--- config.mk ---
export PLATFORM = sky130hd
export DESIGN_NAME = cache_top
export DESIGN_NICKNAME = d
export VERILOG_FILES = /design/src/design/cache_pkg.sv /design/src/design/cache_ctrl.sv /design/src/design/cache_top.sv /design/src/design/data_array.sv /design/src/design/tag_array.sv
export VERILOG_INCLUDE_DIRS = /design/src /design/src/design
export SDC_FILE = /design/constraint.sdc
export NUM_CORES = 2
export LEC_CHECK = 0
export CORE_MARGIN = 2
export CORE_UTILIZATION = 35
export DETAILED_ROUTE_END_ITERATION = 8
export DONT_BUFFER_PORTS = 1
export SLEW_MARGIN = 20
export SYNTH_ARGS = -nofsm -noshare
export SYNTH_HDL_FRONTEND = slang
export SYNTH_SLANG_ARGS = --single-unit
--- constraint.sdc ---
create_clock -name clk -period 11.4 [get_ports clk]
set_input_delay 1.14 -clock clk [delete_from_list [all_inputs] [get_ports clk]]
set_output_delay 1.14 -clock clk [all_outputs]
set_load 0.05 [all_outputs]
--- src/design/cache_params.svh ---
`ifndef CACHE_PARAMS_SVH
`define CACHE_PARAMS_SVH

// basic geometry
`define CACHE_WORD_W        32
`define CACHE_LINE_WORDS    4
`define CACHE_SETS          4
// replacement is a single bit, so two ways only
`define CACHE_WAYS          2
`define CACHE_PROC_ADDR_W   30

// derived widths
`define CACHE_LINE_W        (`CACHE_WORD_W * `CACHE_LINE_WORDS)
`define CACHE_OFF_W         ($clog2(`CACHE_LINE_WORDS))
`define CACHE_IDX_W         ($clog2(`CACHE_SETS))
`define CACHE_TAG_W         (`CACHE_PROC_ADDR_W - `CACHE_IDX_W - `CACHE_OFF_W)
`define CACHE_LINE_ADDR_W   (`CACHE_PROC_ADDR_W - `CACHE_OFF_W)

`endif

--- src/design/cache_pkg.sv ---
`include "cache_params.svh"

package cache_pkg;

    typedef logic [`CACHE_WORD_W-1:0]             word_t;
    typedef logic [`CACHE_LINE_W-1:0]             line_t;
    typedef logic [`CACHE_PROC_ADDR_W-1:0]        proc_addr_t;
    typedef logic [`CACHE_OFF_W-1:0]              word_off_t;
    typedef logic [`CACHE_IDX_W-1:0]              set_idx_t;
    typedef logic [`CACHE_TAG_W-1:0]              tag_t;
    typedef logic [`CACHE_LINE_ADDR_W-1:0]        line_addr_t;  // {tag, set}
    typedef logic [$clog2(`CACHE_WAYS)-1:0]       way_t;

    typedef enum logic [1:0] {
        ST_COMPARE,
        ST_WRITE_BACK,
        ST_REFILL
    } ctrl_state_t;

    // address fields, tag | set | word offset
    function automatic tag_t addr_tag(input proc_addr_t addr);
        return addr[`CACHE_PROC_ADDR_W-1 -: `CACHE_TAG_W];
    endfunction

    function automatic set_idx_t addr_set(input proc_addr_t addr);
        return addr[`CACHE_OFF_W +: `CACHE_IDX_W];
    endfunction

    function automatic word_off_t addr_off(input proc_addr_t addr);
        return addr[`CACHE_OFF_W-1:0];
    endfunction

endpackage

--- src/design/cache_ctrl.sv ---
module cache_ctrl (
    input  logic  clk,
    input  logic  proc_reset,
    input  logic  proc_read,
    input  logic  proc_write,
    input  logic  hit,
    input  logic  victim_dirty,
    input  logic  mem_ready,
    output logic  proc_stall,
    output logic  mem_read,
    output logic  mem_write,
    output logic  write_en,
    output logic  fill_en,
    output logic  touch_en
);
    import cache_pkg::*;

    ctrl_state_t  state;
    ctrl_state_t  state_nxt;

    logic         req;
    logic         cmp_hit;

    assign req     = proc_read | proc_write;
    assign cmp_hit = (state == ST_COMPARE) & hit;

    // a hit in compare is the only way a request completes
    assign proc_stall = req & ~cmp_hit;

    assign write_en = cmp_hit & proc_write;
    assign touch_en = cmp_hit & req;
    assign fill_en  = (state == ST_REFILL) & mem_ready;

    always_comb begin
        state_nxt = state;
        case (state)
            ST_COMPARE: begin
                if (req && !hit) begin
                    // dirty victim has to reach memory first
                    state_nxt = victim_dirty ? ST_WRITE_BACK : ST_REFILL;
                end
            end
            ST_WRITE_BACK: begin
                if (mem_ready) begin
                    state_nxt = ST_REFILL;
                end
            end
            ST_REFILL: begin
                if (mem_ready) begin
                    state_nxt = ST_COMPARE;  // request hits next cycle
                end
            end
            default: begin
                state_nxt = ST_COMPARE;
            end
        endcase
    end

    // strobes follow the next state, drop on the mem_ready edge
    always_ff @(posedge clk) begin
        if (proc_reset) begin
            state     <= ST_COMPARE;
            mem_read  <= 1'b0;
            mem_write <= 1'b0;
        end else begin
            state     <= state_nxt;
            mem_read  <= (state_nxt == ST_REFILL);
            mem_write <= (state_nxt == ST_WRITE_BACK);
        end
    end

endmodule

--- src/design/cache_top.sv ---
module cache_top (
    input  logic                   clk,
    input  logic                   proc_reset,
    input  logic                   proc_read,
    input  logic                   proc_write,
    input  cache_pkg::proc_addr_t  proc_addr,
    input  cache_pkg::word_t       proc_wdata,
    output cache_pkg::word_t       proc_rdata,
    output logic                   proc_stall,
    output logic                   mem_read,
    output logic                   mem_write,
    output cache_pkg::line_addr_t  mem_addr,
    output cache_pkg::line_t       mem_wdata,
    input  cache_pkg::line_t       mem_rdata,
    input  logic                   mem_ready
);
    import cache_pkg::*;

    // tag array to controller
    logic  hit;
    logic  victim_dirty;
    way_t  hit_way;
    way_t  victim_way;

    // controller to both arrays
    logic  write_en;
    logic  fill_en;
    logic  touch_en;

    cache_ctrl i_cache_ctrl (
        .clk          (clk),
        .proc_reset   (proc_reset),
        .proc_read    (proc_read),
        .proc_write   (proc_write),
        .hit          (hit),
        .victim_dirty (victim_dirty),
        .mem_ready    (mem_ready),
        .proc_stall   (proc_stall),
        .mem_read     (mem_read),
        .mem_write    (mem_write),
        .write_en     (write_en),
        .fill_en      (fill_en),
        .touch_en     (touch_en)
    );

    tag_array i_tag_array (
        .clk          (clk),
        .proc_reset   (proc_reset),
        .proc_addr    (proc_addr),
        .write_en     (write_en),
        .fill_en      (fill_en),
        .touch_en     (touch_en),
        .mem_write    (mem_write),  // picks victim address
        .hit          (hit),
        .hit_way      (hit_way),
        .victim_way   (victim_way),
        .victim_dirty (victim_dirty),
        .mem_addr     (mem_addr)
    );

    data_array i_data_array (
        .clk          (clk),
        .proc_reset   (proc_reset),
        .proc_addr    (proc_addr),
        .proc_read    (proc_read),
        .proc_wdata   (proc_wdata),
        .write_en     (write_en),
        .fill_en      (fill_en),
        .hit_way      (hit_way),
        .victim_way   (victim_way),
        .mem_rdata    (mem_rdata),
        .proc_rdata   (proc_rdata),
        .mem_wdata    (mem_wdata)
    );

endmodule

--- src/design/data_array.sv ---
`include "cache_params.svh"

module data_array (
    input  logic                   clk,
    input  logic                   proc_reset,
    input  cache_pkg::proc_addr_t  proc_addr,
    input  logic                   proc_read,
    input  cache_pkg::word_t       proc_wdata,
    input  logic                   write_en,
    input  logic                   fill_en,
    input  cache_pkg::way_t        hit_way,
    input  cache_pkg::way_t        victim_way,
    input  cache_pkg::line_t       mem_rdata,
    output cache_pkg::word_t       proc_rdata,
    output cache_pkg::line_t       mem_wdata
);
    import cache_pkg::*;

    line_t      lines [`CACHE_SETS][`CACHE_WAYS];

    set_idx_t   set_idx;
    word_off_t  word_off;
    line_t      hit_line;
    line_t      merged_line;

    assign set_idx  = addr_set(proc_addr);
    assign word_off = addr_off(proc_addr);
    assign hit_line = lines[set_idx][hit_way];

    // victim line goes out for write-back
    assign mem_wdata = lines[set_idx][victim_way];

    assign proc_rdata = proc_read ? hit_line[word_off*`CACHE_WORD_W +: `CACHE_WORD_W]
                                  : '0;

    // one word replaced, rest of the line kept
    always_comb begin
        merged_line = hit_line;
        merged_line[word_off*`CACHE_WORD_W +: `CACHE_WORD_W] = proc_wdata;
    end

    always_ff @(posedge clk) begin
        if (!proc_reset) begin  // no stores while in reset
            if (fill_en) begin
                lines[set_idx][victim_way] <= mem_rdata;
            end else if (write_en) begin
                lines[set_idx][hit_way] <= merged_line;
            end
        end
    end

endmodule

--- src/design/tag_array.sv ---
`include "cache_params.svh"

module tag_array (
    input  logic                   clk,
    input  logic                   proc_reset,
    input  cache_pkg::proc_addr_t  proc_addr,
    input  logic                   write_en,
    input  logic                   fill_en,
    input  logic                   touch_en,
    input  logic                   mem_write,
    output logic                   hit,
    output cache_pkg::way_t        hit_way,
    output cache_pkg::way_t        victim_way,
    output logic                   victim_dirty,
    output cache_pkg::line_addr_t  mem_addr
);
    import cache_pkg::*;

    tag_t                    tags  [`CACHE_SETS][`CACHE_WAYS];
    logic [`CACHE_WAYS-1:0]  valid [`CACHE_SETS];
    logic [`CACHE_WAYS-1:0]  dirty [`CACHE_SETS];
    way_t                    mru   [`CACHE_SETS];  // most recently used way

    set_idx_t                set_idx;
    tag_t                    req_tag;
    logic [`CACHE_WAYS-1:0]  way_hit;

    assign set_idx = addr_set(proc_addr);
    assign req_tag = addr_tag(proc_addr);

    always_comb begin
        for (int w = 0; w < `CACHE_WAYS; w++) begin
            way_hit[w] = valid[set_idx][w] && (tags[set_idx][w] == req_tag);
        end
    end

    assign hit     = |way_hit;
    assign hit_way = way_t'(way_hit[1]);  // ways never both hit

    // invalid way first, else the one not used last
    always_comb begin
        if (!valid[set_idx][0]) begin
            victim_way = way_t'(0);
        end else if (!valid[set_idx][1]) begin
            victim_way = way_t'(1);
        end else begin
            victim_way = ~mru[set_idx];
        end
    end

    assign victim_dirty = dirty[set_idx][victim_way];

    // victim line address while writing back
    assign mem_addr = mem_write ? {tags[set_idx][victim_way], set_idx}
                                : {req_tag, set_idx};

    always_ff @(posedge clk) begin
        if (proc_reset) begin
            for (int s = 0; s < `CACHE_SETS; s++) begin
                valid[s] <= '0;
                dirty[s] <= '0;
                mru[s]   <= '0;
            end
        end else begin
            if (fill_en) begin
                valid[set_idx][victim_way] <= 1'b1;
                dirty[set_idx][victim_way] <= 1'b0;  // fresh from memory
                mru[set_idx]               <= victim_way;
            end
            if (write_en) begin
                dirty[set_idx][hit_way] <= 1'b1;
            end
            if (touch_en) begin
                mru[set_idx] <= hit_way;
            end
        end
    end

    always_ff @(posedge clk) begin
        if (fill_en) begin
            tags[set_idx][victim_way] <= req_tag;
        end
    end

endmodule

==> results by group <==
Outcome
  – Status: finished clean

Synthesis
  – Seq cells post-synth: 1,256
  – Count leader, synth: edfxtp_1
  – Syn nets: 3,424
  – Synth Instances: 3,224
  – Synth Area in Adders: 0.1124%
  – Ys flop type: edfxtp_1
  – Synth top cells by count: edfxtp_1 (1,252), nand2_1 (572), mux4_2 (308)
  – Synth Area in XOR/XNOR: 0.8478%
  – Main combinational cell family by area after synthesis: multiplexers
  – Post-synthesis mux area share: 21.50%
  – Synth area leader: edfxtp_1
  – Yosys cell types: 59
  – Synth async-reset ratio: 0%
  – Sequential-to-total area share from yosys stat: 67.72%
  – Yosys warns: 0
  – Synth Cell Area: 55,640 sq um
  – Area contributors post-synth: edfxtp_1 (68%), mux4_2 (12%), nand2_1 (3.9%)
  – Synth top area share: 67.57%
  – Number of synthesized flops with an enable pin: 1,252
  – Average size of a mapped cell: 17.26 sq um
  – Compound-Gate Fraction of Synth Area: 2.699%
  – Synth Area in Simple Gates: 5.109%

STA
  – Crit path time final: 6.998 ns
  – Slew Viols, Final: 0
  – Unrepaired setup endpoints after global routing: false
  – Final hold slack: 0.4556 ns
  – F_max: 142.9 MHz
  – Period utilisation layout: 61.38%
  – Clock skew: 0.05060 ns
  – Setup TNS: 0 ns
  – Final setup fails: 0
  – Final Hold Viols: 0
  – Slew headroom: 19.02%
  – Worst Tran Pin Value: 1.215 ns

Clock network
  – CTS max path bufs: 3
  – Hold Buf Count CTS: 0
  – CTS Root Cell: clkbuf_16
  – Post-CTS Setup Repair Bufs: 0
  – CTS H-tree lvls: 4
  – Clock network latency to the later pin of the worst-skew pair: 0.77 ns
  – Clock transition at path regs: 0.06 ns
  – CTS Sinks: 1,256
  – CTS Buf Count: 139
  – Cts repair resizes: 0
  – CTS tree: built

GRT
  – Global-route wire length before repair: 241,400 um
  – GR Overflow Total: 0
  – Vias in the first global route: 29,585
  – GRT Util Overall: 21.28%
  – Pin count of the biggest net entering global routing: 333
  – Initial antenna violation count: 23

Worst hold path
  – Min-delay worst type: input pin to flop

Placement
  – GP Congestion: 0.8167
  – Detailed Place HPWL: 110,000 um
  – I/O Buffers: 0
  – Post-DP Area: 57,930 sq um

Power and ir drop
  – Peak supply drop: 147.5 uV
  – P per Cell Area: 170.8 nW/um^2
  – P_leak: 21.14 nW

Route
  – Post-Route M1 WL: 68,030 um
  – Post-DR wirelength/cell: 32.20 um
  – Post-route ant nets: 0
  – Drt total wl: 174,800 um
  – Initial DRC Count: 3,013
  – Metal3 WL: 18,920 um
  – Routed via count: 30,259
  – Vias per cell: 5.574
  – Pre-antenna DRT Iters: 5
  – Met2 Wirelength: 81,700 um
  – Drt drc: 0
  – Highest Signal Layer: met5

Floorplan
  – Number of core rows: 146
  – Die area: 162,200 sq um
  – Starting density of the core: 35.17%
  – CORE AREA: 158,200 sq um
  – I/O pin count: 386
  – Die W: 402.7 um
  – Die Y: 402.7 um

Setup path
  – Setup CP Type: input pin to output pin
  – R2r setup slk: 5.50 ns
  – Critical-path maximum fanout: 91
  – CP Launch Type: input pin
  – Critical path data arrival time: 5.86 ns
  – Crit. End Element: output pin
  – CP required: 10.26 ns

Layout
  – Share of cells above drive strength 1: 26.21%
  – Nets: 3,443
  – Post-route cell area: 62,600 sq um
  – Area added between synthesis and finish: 12.52%

Flow run
  – Max-cap violations: 0
[metrics by stage]
step,utilization [%],worst slack [ns],cells,power [W]
after floorplan,-,1.941,3224,0.005994
after global placement,36.62,4.660,5170,0.006225
after detailed placement,36.62,4.592,5171,0.006229
after CTS,39.50,4.567,5411,0.01074
after global routing,39.56,4.213,5424,0.01099
final,39.57,4.402,5429,0.01069
[registers in the layout, indices dropped and copies added (netlist names)]
register / flops
i_tag_array.valid: 8
i_cache_ctrl.mem_write: 1
i_tag_array.mru: 4
i_cache_ctrl.state: 2
i_cache_ctrl.mem_read: 1
i_tag_array.dirty: 8
i_data_array.lines: 1024
i_tag_array.tags: 208
[per-layer routing]
metal	up-vias	global-route usage [%]
li1	12746	-
met1	16031	27.04
met2	1239	33.27
met3	217	8.180
met4	26	7.359
met5	-	0
[cell type report]
cell class	count	area, sq um
clock inverters	74	924.6
flip-flops and latches	1256	37680
fillers	14329	95600
inverters	7	38.79
clock buffers	166	3622
well taps	2072	2592
multi-input cells	1758	16990
repair buffers	81	718.2
diodes	15	37.54
[cell families after synthesis]
logic type,count (synthesis)
flip-flops,1256
multiplexers,740
AND/OR/NAND/NOR,706
AO/OA/AOI/OAI,254
buffers and inverters,210
XOR/XNOR,53
adder cells (fa/ha/maj),5
[power by group]
| part | internal [W] | leakage (nW) | switching (W) |
|---|---|---|---|
| clock network | 0.00266 | 2.21 | 0.00187 |
| logic | 0.000271 | 7.61 | 0.000763 |
| registers | 0.00512 | 11.3 | 0.0000110 |
[final timing paths]
path / start / endpoint / depth (start not counted)
max reg2reg: i_tag_array.tags[3][21] / i_data_array.lines[3][113] / 12
min reg2reg: i_cache_ctrl.state[0] / i_cache_ctrl.state[0] / 2
max: proc_addr[2] / proc_rdata[20] / 11
min: proc_reset / i_cache_ctrl.state[1] / 1
[layout by cell type, fill, tap and decap left out, types with 8 or more instances in the layout]
cell       netlist  final
mux2_2         150    150
xnor2_1         49     49
o22ai_1         32     32
diode_2          0     15
nand4_1         19     19
nor2_4           0      9
clkbuf_1       128     25
nor2_2           0      8
mux2i_1        173    173
buf_4           14     74
a31oi_1         25     25
or2_2            9      9
nand2_1        572    571
mux2_1           9      9
nor2_1          65     48
clkinv_1         0     23
a21o_1          38     38
clkbuf_16        0    141
edfxtp_1      1252   1252
nor3_1           9      9
a21oi_1         11     11
mux2_4         100    100
clkinv_2         1     18
mux4_2         308    308
bufinv_16        0     17
o21ai_0        129    129
[critical path, cell delays in order]
cell and delay [ns]:
buf_16 0.37, mux4_2 0.60, inv_1 0.07, a221o_1 0.17, nor3b_1 0.07, nand4b_1 0.16
buf_12 0.58, buf_4 0.83, mux2i_1 0.22, mux2i_1 0.81, a21o_1 0.55
No activity file was read; power rests on OpenSTA's default activity.
